**src/hist_pkg.sv**
```systemverilog
`default_nettype none

package hist_pkg;

    // default geometry, overridden from the top level
    // bin code width, bins per histogram is 2**BIN_BITS
    localparam int BIN_BITS_DEF = 3;
    // saturating count width
    localparam int COUNT_BITS_DEF = 2;
    // pixels held in one bank
    localparam int PIXELS_DEF = 4;
    // hits taken per pixel before moving on
    localparam int HITS_PER_PIXEL_DEF = 3;
    // full pixel sweeps per frame
    localparam int ACQS_DEF = 2;

    // derived from the defaults above
    localparam int BINS_DEF = 1 << BIN_BITS_DEF;
    localparam int PIX_BITS_DEF = (PIXELS_DEF > 1) ? $clog2(PIXELS_DEF) : 1;
    // entries in one bank, pixel-major
    localparam int ENTRIES_DEF = PIXELS_DEF * BINS_DEF;
    // hits that make up one frame
    localparam int HITS_PER_FRAME_DEF = PIXELS_DEF * HITS_PER_PIXEL_DEF * ACQS_DEF;
    // largest count before saturation
    localparam int COUNT_MAX_DEF = (1 << COUNT_BITS_DEF) - 1;

endpackage

`default_nettype wire

```
**src/hist_sequencer.sv**
```systemverilog
`default_nettype none

module hist_sequencer
    import hist_pkg::*;
#(
    parameter int PIXELS = PIXELS_DEF,
    parameter int HITS_PER_PIXEL = HITS_PER_PIXEL_DEF,
    parameter int ACQS = ACQS_DEF,
    localparam int PIX_BITS = (PIXELS > 1) ? $clog2(PIXELS) : 1
) (
    input  wire logic                clk,
    input  wire logic                combin_res,
    input  wire logic                hit,
    output logic      [PIX_BITS-1:0] pixel,
    output logic                     frame_done,
    output logic                     bank_sel
);

    // counter widths, at least one bit each
    localparam int HIT_BITS = (HITS_PER_PIXEL > 1) ? $clog2(HITS_PER_PIXEL) : 1;
    localparam int ACQ_BITS = (ACQS > 1) ? $clog2(ACQS) : 1;

    // hits seen on the current pixel
    logic [HIT_BITS-1:0] hit_cnt;
    // sweeps done in the current frame
    logic [ACQ_BITS-1:0] acq_cnt;

    // wrap conditions of each level
    logic hit_last;
    logic pix_last;
    logic acq_last;
    logic frame_last;

    assign hit_last = (hit_cnt == HIT_BITS'(HITS_PER_PIXEL - 1));
    assign pix_last = (pixel == PIX_BITS'(PIXELS - 1));
    assign acq_last = (acq_cnt == ACQ_BITS'(ACQS - 1));
    // this hit closes the frame
    assign frame_last = hit_last && pix_last && acq_last;

    // hit counter, steps on every hit
    always_ff @(posedge clk or negedge combin_res) begin
        if (!combin_res) begin
            hit_cnt <= '0;
        end else if (hit) begin
            if (hit_last) begin
                hit_cnt <= '0;
            end else begin
                hit_cnt <= hit_cnt + 1'b1;
            end
        end
    end

    // pixel index, steps when the hit counter wraps
    always_ff @(posedge clk or negedge combin_res) begin
        if (!combin_res) begin
            pixel <= '0;
        end else if (hit && hit_last) begin
            if (pix_last) begin
                pixel <= '0;
            end else begin
                pixel <= pixel + 1'b1;
            end
        end
    end

    // acquisition counter, steps once per pixel sweep
    always_ff @(posedge clk or negedge combin_res) begin
        if (!combin_res) begin
            acq_cnt <= '0;
        end else if (hit && hit_last && pix_last) begin
            if (acq_last) begin
                acq_cnt <= '0;
            end else begin
                acq_cnt <= acq_cnt + 1'b1;
            end
        end
    end

    // frame end pulse and bank swap on the same edge
    always_ff @(posedge clk or negedge combin_res) begin
        if (!combin_res) begin
            frame_done <= 1'b0;
            bank_sel   <= 1'b0;
        end else begin
            frame_done <= hit && frame_last;
            if (hit && frame_last) begin
                bank_sel <= ~bank_sel;
            end
        end
    end

    // a frame is always longer than one hit, so no back-to-back pulses
    a_frame_done_single: assert property (
        @(posedge clk) disable iff (!combin_res)
        frame_done |=> !frame_done
    ) else $error("frame_done held for two cycles");

endmodule

`default_nettype wire

```
**src/hist_bank.sv**
```systemverilog
`default_nettype none

module hist_bank
    import hist_pkg::*;
#(
    parameter int BIN_BITS = BIN_BITS_DEF,
    parameter int COUNT_BITS = COUNT_BITS_DEF,
    parameter int PIXELS = PIXELS_DEF,
    localparam int PIX_BITS = (PIXELS > 1) ? $clog2(PIXELS) : 1
) (
    input  wire logic                  clk,
    input  wire logic                  combin_res,
    input  wire logic                  clear,
    input  wire logic                  wr_en,
    input  wire logic [PIX_BITS-1:0]   wr_pixel,
    input  wire logic [BIN_BITS-1:0]   wr_bin,
    output logic      [COUNT_BITS-1:0] count,
    output logic                       count_valid,
    input  wire logic                  rd_en,
    input  wire logic [PIX_BITS-1:0]   rd_pixel,
    input  wire logic [BIN_BITS-1:0]   rd_bin,
    output logic      [COUNT_BITS-1:0] rd_data
);

    // one entry per pixel and bin, pixel-major
    localparam int ENTRIES = PIXELS << BIN_BITS;
    localparam int ADDR_BITS = PIX_BITS + BIN_BITS;
    localparam logic [COUNT_BITS-1:0] COUNT_MAX = '1;

    // histogram counts
    logic [COUNT_BITS-1:0] mem [ENTRIES];
    // set on first write, dropped by clear
    logic [ENTRIES-1:0] valid;

    logic [ADDR_BITS-1:0]  wr_addr;
    logic [ADDR_BITS-1:0]  rd_addr;
    // entry already holds a count of this frame
    logic                  wr_hit_valid;
    logic [COUNT_BITS-1:0] wr_next;

    // bins per pixel is a power of two, so concatenation is pixel*bins+bin
    assign wr_addr = {wr_pixel, wr_bin};
    assign rd_addr = {rd_pixel, rd_bin};

    // a write alongside clear starts over from one
    assign wr_hit_valid = valid[wr_addr] && !clear;

    // increment, held at the top instead of wrapping
    always_comb begin
        if (!wr_hit_valid) begin
            wr_next = COUNT_BITS'(1);
        end else if (mem[wr_addr] == COUNT_MAX) begin
            wr_next = COUNT_MAX;
        end else begin
            wr_next = mem[wr_addr] + 1'b1;
        end
    end

    // count storage and live count
    always_ff @(posedge clk) begin
        if (wr_en) begin
            mem[wr_addr] <= wr_next;
            count        <= wr_next;
        end
    end

    always_ff @(posedge clk or negedge combin_res) begin
        if (!combin_res) begin
            count_valid <= 1'b0;
        end else begin
            count_valid <= wr_en;
        end
    end

    // valid bits, clear first so a same-cycle write survives
    always_ff @(posedge clk or negedge combin_res) begin
        if (!combin_res) begin
            valid <= '0;
        end else begin
            if (clear) begin
                valid <= '0;
            end
            if (wr_en) begin
                valid[wr_addr] <= 1'b1;
            end
        end
    end

    // read port, one cycle latency
    // idle or unwritten gives zero, so the top can merge both banks
    always_ff @(posedge clk or negedge combin_res) begin
        if (!combin_res) begin
            rd_data <= '0;
        end else if (rd_en && valid[rd_addr]) begin
            rd_data <= mem[rd_addr];
        end else begin
            rd_data <= '0;
        end
    end

    // the sequencer must keep its pixel index inside this bank
    a_wr_pixel_range: assert property (
        @(posedge clk) disable iff (!combin_res)
        wr_en |-> (int'(wr_pixel) < PIXELS)
    ) else $error("write pixel %0d out of range", wr_pixel);

endmodule

`default_nettype wire

```
**src/hist_readout.sv**
```systemverilog
`default_nettype none

module hist_readout
    import hist_pkg::*;
#(
    parameter int BIN_BITS = BIN_BITS_DEF,
    parameter int COUNT_BITS = COUNT_BITS_DEF,
    parameter int PIXELS = PIXELS_DEF,
    localparam int PIX_BITS = (PIXELS > 1) ? $clog2(PIXELS) : 1
) (
    input  wire logic                  clk,
    input  wire logic                  combin_res,
    input  wire logic                  frame_done,
    output logic                       rd_en,
    output logic      [PIX_BITS-1:0]   rd_pixel,
    output logic      [BIN_BITS-1:0]   rd_bin,
    input  wire logic [COUNT_BITS-1:0] rd_data,
    output logic                       rd_valid,
    output logic      [PIX_BITS-1:0]   rd_pixel_out,
    output logic      [BIN_BITS-1:0]   rd_bin_out,
    output logic      [COUNT_BITS-1:0] rd_count,
    output logic                       overrun
);

    // scan in progress
    logic busy;
    logic bin_last;
    logic pix_last;

    assign bin_last = (rd_bin == '1);
    assign pix_last = (rd_pixel == PIX_BITS'(PIXELS - 1));

    // no read while the banks swap, the scan restarts next cycle
    assign rd_en = busy && !frame_done;

    // address scan, bin-minor
    always_ff @(posedge clk or negedge combin_res) begin
        if (!combin_res) begin
            busy     <= 1'b0;
            rd_pixel <= '0;
            rd_bin   <= '0;
            overrun  <= 1'b0;
        end else begin
            // new frame while still busy means the old scan is lost
            overrun <= frame_done && busy;
            if (frame_done) begin
                busy     <= 1'b1;
                rd_pixel <= '0;
                rd_bin   <= '0;
            end else if (busy) begin
                rd_bin <= rd_bin + 1'b1;
                if (bin_last) begin
                    if (pix_last) begin
                        busy     <= 1'b0;
                        rd_pixel <= '0;
                    end else begin
                        rd_pixel <= rd_pixel + 1'b1;
                    end
                end
            end
        end
    end

    // address delayed one stage to meet the bank read latency
    always_ff @(posedge clk or negedge combin_res) begin
        if (!combin_res) begin
            rd_valid     <= 1'b0;
            rd_pixel_out <= '0;
            rd_bin_out   <= '0;
        end else begin
            rd_valid     <= rd_en;
            rd_pixel_out <= rd_pixel;
            rd_bin_out   <= rd_bin;
        end
    end

    // bank data already lines up with rd_valid
    assign rd_count = rd_data;

    // reported entry must name a pixel that exists
    a_rd_pixel_range: assert property (
        @(posedge clk) disable iff (!combin_res)
        rd_valid |-> (int'(rd_pixel_out) < PIXELS)
    ) else $error("readout pixel %0d out of range", rd_pixel_out);

endmodule

`default_nettype wire

```
**src/hist_top.sv**
```systemverilog
`default_nettype none

module hist_top
    import hist_pkg::*;
#(
    parameter int BIN_BITS = BIN_BITS_DEF,
    parameter int COUNT_BITS = COUNT_BITS_DEF,
    parameter int PIXELS = PIXELS_DEF,
    parameter int HITS_PER_PIXEL = HITS_PER_PIXEL_DEF,
    parameter int ACQS = ACQS_DEF,
    localparam int PIX_BITS = (PIXELS > 1) ? $clog2(PIXELS) : 1
) (
    input  wire logic                  clk,
    input  wire logic                  combin_res,
    input  wire logic                  hit,
    input  wire logic [BIN_BITS-1:0]   bin,
    output logic      [COUNT_BITS-1:0] count,
    output logic                       count_valid,
    output logic                       frame_done,
    output logic                       bank_sel,
    output logic                       rd_valid,
    output logic      [PIX_BITS-1:0]   rd_pixel,
    output logic      [BIN_BITS-1:0]   rd_bin,
    output logic      [COUNT_BITS-1:0] rd_count,
    output logic                       overrun
);

    // current pixel from the sequencer
    logic [PIX_BITS-1:0] seq_pixel;

    // readout address into the finished bank
    logic                rd_en;
    logic [PIX_BITS-1:0] rd_addr_pixel;
    logic [BIN_BITS-1:0] rd_addr_bin;
    logic [COUNT_BITS-1:0] rd_data;

    // per-bank steering, bank 0 writes while bank_sel is low
    logic [1:0] wr_en_b;
    logic [1:0] clear_b;
    logic [1:0] rd_en_b;
    logic [1:0] cv_b;
    logic [COUNT_BITS-1:0] cnt_b [2];
    logic [COUNT_BITS-1:0] rdd_b [2];

    assign wr_en_b = {hit && bank_sel, hit && !bank_sel};
    // frame_done clears the bank that has just become the writer
    assign clear_b = {frame_done && bank_sel, frame_done && !bank_sel};
    assign rd_en_b = {rd_en && !bank_sel, rd_en && bank_sel};

    hist_sequencer #(
        .PIXELS(PIXELS), .HITS_PER_PIXEL(HITS_PER_PIXEL), .ACQS(ACQS)
    ) seq_i (
        .clk(clk), .combin_res(combin_res), .hit(hit), .pixel(seq_pixel),
        .frame_done(frame_done), .bank_sel(bank_sel)
    );

    hist_bank #(.BIN_BITS(BIN_BITS), .COUNT_BITS(COUNT_BITS), .PIXELS(PIXELS)) bank0_i (
        .clk(clk), .combin_res(combin_res), .clear(clear_b[0]), .wr_en(wr_en_b[0]),
        .wr_pixel(seq_pixel), .wr_bin(bin), .count(cnt_b[0]), .count_valid(cv_b[0]),
        .rd_en(rd_en_b[0]), .rd_pixel(rd_addr_pixel), .rd_bin(rd_addr_bin), .rd_data(rdd_b[0])
    );

    hist_bank #(.BIN_BITS(BIN_BITS), .COUNT_BITS(COUNT_BITS), .PIXELS(PIXELS)) bank1_i (
        .clk(clk), .combin_res(combin_res), .clear(clear_b[1]), .wr_en(wr_en_b[1]),
        .wr_pixel(seq_pixel), .wr_bin(bin), .count(cnt_b[1]), .count_valid(cv_b[1]),
        .rd_en(rd_en_b[1]), .rd_pixel(rd_addr_pixel), .rd_bin(rd_addr_bin), .rd_data(rdd_b[1])
    );

    // live count follows whichever bank took the hit
    // its own valid, since bank_sel may flip in between
    assign count_valid = |cv_b;
    assign count = cv_b[1] ? cnt_b[1] : cnt_b[0];

    // idle bank reads zero
    assign rd_data = rdd_b[0] | rdd_b[1];

    hist_readout #(.BIN_BITS(BIN_BITS), .COUNT_BITS(COUNT_BITS), .PIXELS(PIXELS)) readout_i (
        .clk(clk), .combin_res(combin_res), .frame_done(frame_done), .rd_en(rd_en),
        .rd_pixel(rd_addr_pixel), .rd_bin(rd_addr_bin), .rd_data(rd_data),
        .rd_valid(rd_valid), .rd_pixel_out(rd_pixel), .rd_bin_out(rd_bin),
        .rd_count(rd_count), .overrun(overrun)
    );

endmodule

`default_nettype wire

```
**config.mk**
```make
export PLATFORM = sky130hd
export DESIGN_NAME = hist_top
export DESIGN_NICKNAME = d
export VERILOG_FILES = /design/src/hist_pkg.sv /design/src/hist_sequencer.sv /design/src/hist_bank.sv /design/src/hist_readout.sv /design/src/hist_top.sv
export SDC_FILE = /design/constraint.sdc
export NUM_CORES = 1
export LEC_CHECK = 0
export BUFFER_PORTS_ARGS = -buffer_cell sky130_fd_sc_hd__buf_2
export CAP_MARGIN = 30
export CORE_MARGIN = 4
export CORE_UTILIZATION = 40
export CTS_CLUSTER_SIZE = 20
export DETAILED_ROUTE_END_ITERATION = 10
export SYNTH_ARGS = -nofsm -noshare
export SYNTH_HDL_FRONTEND = slang
export SYNTH_SLANG_ARGS = --single-unit
```
**constraint.sdc**
```tcl
create_clock -name clk -period 3.53 [get_ports clk]
set_input_delay 0.5295 -clock clk [delete_from_list [all_inputs] [get_ports clk]]
set_output_delay 0.5295 -clock clk [all_outputs]
set_load 0.02 [all_outputs]
```
==> After elaboration in Yosys (flattened, before gate mapping) <==
Memories as Yosys holds them, arrays and structs flattened.
Index checks and enable logic that the tools add are counted.
{ "totals": {"ff_bits": 94, "ramBits": 128, "in_bits": 6, "out_inout_bits": 14, "memories": 2} }
{ "op_classes": {"addsub": 7, "magnitude_cmp": 3, "eq_ne": 6, "muxes": 38, "n_bitwise": 4, "n_reduce_logical": 26} }
{ "mem_list": {"columns": ["name", "words", "width", "rd", "rd_ports_with_merged_regs", "write_ports", "line_no", "source"], "rows": [
  ["bank0_i.mem", 32, 2, 2, 0, 1, "hist_bank.sv:31", "logic [COUNT_BITS-1:0] mem [ENTRIES];"],
  ["bank1_i.mem", 32, 2, 2, 0, 1, "hist_bank.sv:31", null]
]} }
{ "op_table": {"columns": ["operator", "count"], "rows": [
  ["$mux 32", 4],
  ["$or 32x32->32", 2],
  ["$mux 2", 13],
  ["$bmux 1 s5", 4],
  ["$logic_and 1x1->1", 18],
  ["$mux 1", 14],
  ["$lt 5x6->1 const B", 2],
  ["$add 2x1->2 const B", 5],
  ["$eq 2x2->1 const B", 5],
  ["$mux 3", 2],
  ["$demux 1 s5", 1],
  ["$ge 5x1->1 const B", 1],
  ["$logic_not 1->1", 4],
  ["$reduce_bool 2->1", 2],
  ["$add 3x1->3 const B", 1],
  ["$eq 3x3->1 const B", 1],
  ["$or 2x2->2", 1],
  ["$reduce_and 2->1", 1],
  ["$reduce_or 2->1", 1],
  ["$add 1x1->1 const B", 1],
  ["$not 1->1", 1]
]} }

==> Depth between registers and ports, before layout <==
Gate-level depths: netlist (run 1).
{ "depth": {"depth_word": 6, "mapped_depth": 9, "mapped_depth_nobuf": 6} }

==> Cells and area by module <==
From an unflattened synthesis (run 1), not the netlist that was laid out.
{ "hier_totals": {"hier_cells": 755, "hier_area_um2": 11202.0} }
{ "by_module_without_submodules": {"columns": ["module", "n_inst", "cells_per_inst", "area_each_um2"], "rows": [
  ["hist_bank (bank1_i)", 1, 345, 5218.8],
  ["hist_bank (bank0_i)", 1, 344, 5102.4],
  ["hist_readout", 1, 35, 501.7],
  ["hist_sequencer", 1, 20, 292.8],
  ["hist_top", 1, 11, 86.3]
]} }

==> Worst setup path before layout (run 1) <==
OpenSTA, ideal clock, no wires.
{ "synth_path": {"kind": "in2reg", "start": "input port bin[0]", "end": "register bank0_i.count[1], data pin", "t_arrival_ns": 2.704, "required_time_ns": 3.127, "slack_ns": 0.422, "stages": 7, "path_cell_list": "buf_6 -> buf_12 -> mux4_2 -> mux2i_1 -> mux2_2 -> a211o_1 -> a31oi_1"} }
{ "synth_via": {"elab_chain_cells": 4} }
{ "synth_rtl": {"columns": ["element", "line_no", "source"], "rows": [
  ["from (decl)", "hist_top.sv:16", "input wire logic [BIN_BITS-1:0] bin,"],
  ["$mem_v2 32x2 or $bmux 1 s5 (tied branches)", null, null],
  ["$add 2x1->2 (tied with other cells)", "hist_bank.sv:55", "wr_next = mem[wr_addr] + 1'b1;"],
  ["$mux 2 or $logic_and 1x1->1 (tied branches)", "hist_bank.sv:52, hist_bank.sv:46", null],
  ["$mux 2 *", "hist_bank.sv:50", "if (!wr_hit_valid) begin"],
  ["via bank0_i.wr_next[1]", "hist_bank.sv:39", "logic [COUNT_BITS-1:0] wr_next;"],
  ["to (signal assigned)", "hist_bank.sv:63", "count <= wr_next;"],
  ["to (decl)", "hist_bank.sv:17", "output logic [COUNT_BITS-1:0] count,"]
]} }
The timed path passes the listed nets; every way through them passes the cells marked *. The select of a mux whose other input is x is not followed.
A chain may end at the register's enable or synchronous reset.

==> Worst setup path in the final report (run 1) <==
{ "layout_path": {"start": "input port bin[2]", "end": "memory bank0_i.mem[14][1] in the netlist's numbering, data pin"} }
{ "layout_via": {"elab_chain_cells": 4} }
{ "layout_rtl": {"columns": ["element", "line_no"], "rows": [
  ["$mem_v2 32x2 or $bmux 1 s5 (tied branches)", null],
  ["$add 2x1->2 (tied with other cells)", "hist_bank.sv:55"],
  ["$mux 2 or $logic_and 1x1->1 (tied branches)", "hist_bank.sv:52, hist_bank.sv:46"],
  ["$mux 2 *", "hist_bank.sv:50"],
  ["via bank0_i.wr_next[1]", "hist_bank.sv:39"],
  ["to (decl)", "hist_bank.sv:31"]
]} }
Marked as above.

==> metrics.md, run 1 <==
| Metric | Value |
|---|---|
| WHS | `0.08937 ns` |
| Sw frac | `0.3174` |
| Vias in the first global route | `approximately 6700` |
| Die Wd | `~170 um` |
| Ys async rst share | `0.4054` |
| Die area | `0.02933 mm^2` |
| Gates resized, CTS repair | `0` |
| Final setup viols | `0` |
| Area growth, synth to finish | `13.18%` |
| Max transition margin | `0.4409` |
| Fmax | `about 360 MHz` |
| Vias per inst | `6.052` |
| Rows | `59` |
| Fin area | `about 0.012 mm^2` |
| Post-synth EDFFs | `132` |
| WL final | `between 20000 and 30000 um` |
| Status | `finished clean` |
| Reg power frac | `0.409` |
| Postcts setup bufs | `0` |
| Final Hold Viols | `0` |
| Non-Filler Instances | `around 1100` |
| Yosys reg bits | `222` |
| Compound-gate portion of the synthesized area | `0.06759` |
| Grt ovf | `0` |
| Layout cells sized above 1 | `0.2667` |
| First-pass GRT wire length | `41370 um` |
| Final Cycle Share | `0.7768` |
| TritonCTS clock tree | `done` |
| Synth cell types | `46` |
| Crit path max fanout | `24` |
| RSZ-0062 raised after global routing | `false` |
| CTS max path bufs | `3` |
| Routed Antenna Nets | `0` |
| Post-synthesis mux area share | `0.2483` |
| IO Count | `20` |
| Via count | `6385` |
| Crit path launch | `bin[2]` |
| Synthesis warning total | `0` |
| Type of the worst setup path | `input port to register` |
| Synth Area in Simple Gates | `0.06583` |
| Global-route usage over all layers | `0.1849` |
| Comb power frac | `0.319` |
| Synth Area in XOR/XNOR | `0.002464` |
| DRC Markers | `0` |
| Routed WL per cell | `25.04 um` |
| H-tree levels | `1` |
| Synth Area per Inst | `15.77 um^2` |
| Static Leak | `4.811 nW` |
| Synth Cell Area | `0.01066 mm^2` |
| Crit path arrival time | `3.08 ns` |
| Slew Viols, Final | `0` |
| Sw Pwr | `3.184 mW` |
| Initial antenna violation count | `0` |
| Largest net degree at the start of global routing | `60` |
| Placed cells | `1010` |
| Placer Congestion | `0.8834` |
| Num CTS Buffers | `24` |
| CP endpoint kind | `register` |
| DR pass1 iterations | `5` |
| IO Port Bufs | `19` |
| Worst-path clk slew | `about 0.050 ns` |
| Post-Synth Adder-Cell Area | `0.008214` |
| HP Class | `input port to asynchronous set/reset pin` |
| Clk sinks | `222` |
| DP Worst Slack | `between 0.2 and 0.25 ns` |
| Initial Util | `0.4080` |
| Seq/Total Area, Yosys | `0.5830` |
| Hold buffers post-CTS | `0` |
| First-iteration detailed-routing DRC count | `~700` |
| Clk root buf | `clkbuf_16` |
| Setup TNS | `0 ns` |
| Post-Syn Instances | `676` |
| Post-Route Skew | `0.01070 ns` |
| Cell Area, Placed | `approximately 0.011 mm^2` |
| Worst R2R Start | `seq_i.pixel[0]` |
| HPWL Detailed | `18350 um` |
| Max VDD drop | `0.3457 mV` |
| Cell-internal power | `just under 7 mW` |
| Worst-Margin Slew | `0.8386 ns` |
| Fin nets | `715` |
| MaxCap Viol Count | `0` |
| Core area | `0.02613 mm^2` |
| Die Ht | `171.3 um` |
| Main combinational cell family by area after synthesis | `multiplexers` |
| Ys flop type | `edfxtp_1` |
| Post-Synthesis Net Count | `689` |
| Clk_lat worst skew | `0.52 ns` |
| Clk pwr share | `0.272` |
| N_diodes | `0` |
| Required @ worst endpoint | `3.86 ns` |
| CP Launch Type | `input port` |
| Pwr dens | `831.4 mW/mm^2` |
| Period minus WS final | `2.742 ns` |
| Final Worst Setup Slack | `0.7879 ns` |
## cell type report
| type | instances | area [um^2] |
|---|---|---|
| fill | 2219 | 14060 |
| sequential | 222 | 6221 |
| multi-input combinational | 405 | 4190 |
| clock buffer | 34 | 689.4 |
| tap | 335 | 419.2 |
| timing repair buffer | 47 | 362.8 |
| clock inverter | 10 | 177.7 |
| inverter | 2 | 7.507 |
## cells in the mapped netlist, types with 8 or more instances
cell      number  share of area
edfxtp_1     132           0.37
o22ai_1        9         0.0053
nand3_1        8         0.0038
clkbuf_1      22         0.0077
nand2_1       26         0.0092
buf_2         16         0.0075
mux2i_1       35          0.033
a21o_1        65          0.046
nor2b_1        8         0.0047
dfrtp_1       90           0.21
a21oi_1        9         0.0042
mux2_2         8         0.0084
mux4_2        91           0.19
nor2_1        80          0.028
## worst paths after layout
| check | slack (ns) | cells past startpoint | end |
|---|---|---|---|
| min | 0.09 | 1 | bank0_i.valid[12] |
| max reg2reg | 0.95 | 6 | bank1_i.mem[10][0] |
| max | 0.79 | 9 | bank0_i.mem[14][1] |
| min reg2reg | 0.48 | 1 | seq_i.acq_cnt |
| max in group asynchronous | 2.69 | 2 | bank1_i.valid[18] |
| min in group clk | 0.29 | 2 | seq_i.hit_cnt[1] |
## cell families (layout without fill, tap and decap cells)
logic type,count (synthesis),in the layout
XOR/XNOR,3,3
flip-flops,222,222
adder cells (fa/ha/maj),7,7
AO/OA/AOI/OAI,100,100
AND/OR/NAND/NOR,155,155
buffers and inverters,49,93
multiplexers,140,140
## registers in the layout, indices dropped and copies added, names as in the netlist, 3 cells and up
signal and cells:
readout_i.rd_bin_out 3, bank1_i.valid 32, bank0_i.mem 64, readout_i.rd_bin 3, bank0_i.valid 32, bank1_i.mem 64
## cell usage in the layout, fill, tap and decap left out, drive strengths merged, types with 3 or more instances in the layout
cell      n
nand2    26
nor3      6
nor2b     8
inv       3
o22ai     9
nor2     80
mux2i    35
nand3     8
a22oi     4
nand3b    4
nand2b    7
a21oi     9
or2       5
clkbuf   34
dfrtp    90
buf      47
bufinv    5
and2      3
mux4     97
clkinv    3
a21o     65
mux2      8
edfxtp  132
ha        7
## worst max-delay path, stage by stage
cell     delay, ns
buf_2         0.42
buf_4         0.34
buf_4         0.29
mux2i_1       0.13
a22oi_1       0.20
nand3_1       0.12
and3_1        0.21
a31oi_2       0.45
buf_4         0.33
## power by group through the flow
stage          registers [mW]  logic [mW]  clock network (mW)
2_1_floorplan            3.87        2.37                   0
3_3_place_gp             4.15        3.10                   0
3_5_place_dp             4.17        3.16                   0
4_1_cts                  4.12        3.18                2.77
5_1_grt                  4.19        3.44                2.89
6_report                 4.11        3.20                2.73
## layer usage
metal,GRT usage,part of all wire,up-vias
met5,0,0,-
met4,0.04685,0.022,0
met3,0.02620,0.065,41
met2,0.3148,0.50,294
met1,0.2533,0.41,3329
li1,-,-,2721
## through the flow
stage	power (mW)	utilization
3_3_place_gp	7.253	0.4265
3_5_place_dp	7.331	0.4276
2_1_floorplan	6.243	-
6_report	10.03	0.4618
4_1_cts	10.07	0.4607
5_1_grt	10.52	0.4618
(Power assumes the default switching activity.)
==> run 2, diff against run 1 <==
Clock period 3.53 ns to 2.6 ns, I/O delays scaled along.
==> metrics.md, run 2 (same netlist as run 1, synthesis figures left out) <==
| Metric | Value |
|---|---|
| Reg power frac | `0.409` |
| CP max-delay cell | `dfrtp_1` |
| Worst Path Buf+Inv | `2` |
| CTS max path bufs | `3` |
| Final setup viols | `0` |
| Comb power frac | `0.360` |
| Rows | `59` |
| Cell-internal power | `9.028 mW` |
| Crit-path most repeated cell | `buf_4` |
| Sw Pwr | `4.367 mW` |
| Clk pwr share | `0.230` |
| HPWL Detailed | `roughly 19000 um` |
| Static Leak | `4.869 nW` |
| Status | `finished clean` |
| Most frequent cells in the layout | `132 x edfxtp_1, 91 x mux4_2, 88 x dfrtp_1` |
| First-pass GRT wire length | `41370 um` |
| Postcts setup bufs | `0` |
| Layout cells sized above 1 | `0.2805` |
| Routed WL per cell | `24.85 um` |
| Most common cell after layout, fill and taps aside | `edfxtp_1` |
| Final Cycle Share | `0.9342` |
| Area growth, synth to finish | `14.18%` |
| MaxCap Viol Count | `0` |
| Global-route usage over all layers | `0.1867` |
| Worst-Margin Slew | `0.8856 ns` |
| RSZ-0062 raised after global routing | `false` |
| CP endpoint kind | `register` |
| Initial antenna violation count | `0` |
| Initial Util | `0.4080` |
| Crit path max fanout | `10` |
| Pwr dens | `1100 mW/mm^2` |
| First-iteration detailed-routing DRC count | `between 600 and 700` |
| Period minus WS final | `2.429 ns` |
| Die Ht | `roughly 170 um` |
| Crit path max-delay family | `compound AO/OA/AOI/OAI gates` |
| Sw frac | `0.3260` |
| Worst-path clk slew | `0.06 ns` |
| Type of the worst setup path | `register to register` |
| Clk root buf | `clkbuf_16` |
| DR pass1 iterations | `5` |
| Core area | `0.02613 mm^2` |
| Worst R2R Start | `seq_i.pixel[1]` |
| Grt ovf | `0` |
| Clk sinks | `222` |
| Worst Hold Path EP | `seq_i.hit_cnt[1]` |
| DRC Markers | `0` |
| Hold path startpoint | `hit` |
| Vias in the first global route | `6709` |
| R2r setup slk | `approximately 0.17 ns` |
| CP peak stage delay | `0.51 ns` |
| Die area | `0.02933 mm^2` |
| Crit path launch | `seq_i.pixel[1]` |
| Max transition margin | `0.4096` |
| Vias per inst | `roughly 6` |
| TritonCTS clock tree | `done` |
| CP Launch Type | `register` |
| Via count | `6452` |
| N_diodes | `0` |
| Placer Congestion | `0.8678` |
| Reg-to-reg endpoint | `bank1_i.mem[10][1]` |
| Num CTS Buffers | `23` |
| Max VDD drop | `~0.49 mV` |
| Slew Viols, Final | `0` |
| IO Count | `20` |
| Reg2reg path depth | `7` |
| H-tree levels | `1` |
| Top Registers | `bank0_i.mem: 64 flops, bank1_i.mem: 64 flops` |
| Routed Antenna Nets | `0` |
| IO Port Bufs | `19` |
| Required @ worst endpoint | `about 2.9 ns` |
| Die Wd | `171.3 um` |
| Largest net degree at the start of global routing | `between 40 and 50` |
| Design Power | `about 13 mW` |
| HP Class | `input port to register` |
| Crit path cell chain | `buf_4 -> or3_1 -> a221o_1 -> o22ai_1 -> a211oi_1 -> o21a_1 -> buf_4` |
| Fin nets | `about 740` |
| Clk_lat worst skew | `about 0.5 ns` |
| Setup TNS | `0 ns` |
| Final Hold Viols | `0` |
| Fmax | `411.7 MHz` |
| Worst Hold Depth | `2` |
| Post-Route Skew | `0.009745 ns` |
| Fill cells | `2257` |
| Crit path arrival time | `roughly 2.7 ns` |
| WL final | `26670 um` |
-- run 2: cell count changes in the layout (fill, tap and decap cells not counted), sizes merged --
cell,delta
bufinv,-4
dlygate4sd3,+1
buf,+20
clkinv,+6
inv,-1
clkbuf,-4
-- run 2: how the worst max path moves through the flow --
stage	end	slack, ns	cells after the start
6_report	bank1_i.mem[10][1]	0.17	7
5_1_grt	bank1_i.mem[10][1]	0.11	7
4_1_cts	bank1_i.mem[13][1]	0.22	7
3_5_place_dp	bank0_i.mem[20][0]	-0.05	9
3_3_place_gp	bank1_i.mem[10][1]	-0.05	8
2_1_floorplan	bank1_i.count[0]	-0.24	8
-- run 2: cell type report --
| cell class | instances | area (um^2) | area share |
|---|---|---|---|
| Clock buffer | 30 | 621.8 | 0.05108 |
| Clock inverter | 11 | 76.32 | 0.006269 |
| Inverter | 2 | 7.507 | 0.0006166 |
| Multi-Input combinational cell | 405 | 4195 | 0.3446 |
| Sequential cell | 222 | 6221 | 0.5110 |
| Tap cell | 335 | 419.2 | 0.03443 |
| Timing Repair Buffer | 68 | 633.1 | 0.05200 |
-- run 2: metal layers --
| layer | global-route usage | part of all wire | vias up |
|---|---|---|---|
| met5 | 0 | 0 | - |
| met4 | 0.05959 | 0.029 | 0 |
| met3 | 0.03953 | 0.091 | 49 |
| met2 | 0.3043 | 0.48 | 306 |
| met1 | 0.2535 | 0.40 | 3342 |
| li1 | - | - | 2755 |
-- run 2: per-stage QoR --
stage / setup slack (ns) / cells / cell area (um^2) / util / hold slack [ns]
after floorplan: -0.2401 / 676 / 10690 / - / 0.09441
after global placement: -0.04734 / 1031 / 11470 / 0.4388 / 0.4549
after detailed placement: -0.04536 / 1031 / 11470 / 0.4388 / 0.4578
after CTS: 0.2180 / 1073 / 12170 / 0.4659 / 0.1338
after global routing: 0.1065 / 1073 / 12170 / 0.4659 / 0.1649
final: 0.1710 / 1073 / 12170 / 0.4659 / 0.1542
-- run 2: what timing repair did --
item / in CTS / in global routing
hold buffers: 1 / 0
hold endpoints to repair: 44 / 0
setup endpoints to repair: 0 / 0
gates resized for setup: 0 / 0
-- run 2: worst register-to-register path, delay by kind of cell, from the launching register on --
family / cells / cell delay (ns)
buf+inv: 2 / 0.43
flops: 1 / 0.51
compound gates: 4 / 0.92
simple gates: 1 / 0.32
-- run 2: power by group through the flow --
stage | registers [mW] | clock network [mW] | logic (mW)
detailed placement | 5.55 | 0 | 4.84
CTS | 5.48 | 3.13 | 4.86
global route | 5.57 | 3.30 | 5.20
floorplan | 5.25 | 0 | 3.25
global placement | 5.52 | 0 | 4.74
finish | 5.48 | 3.09 | 4.83
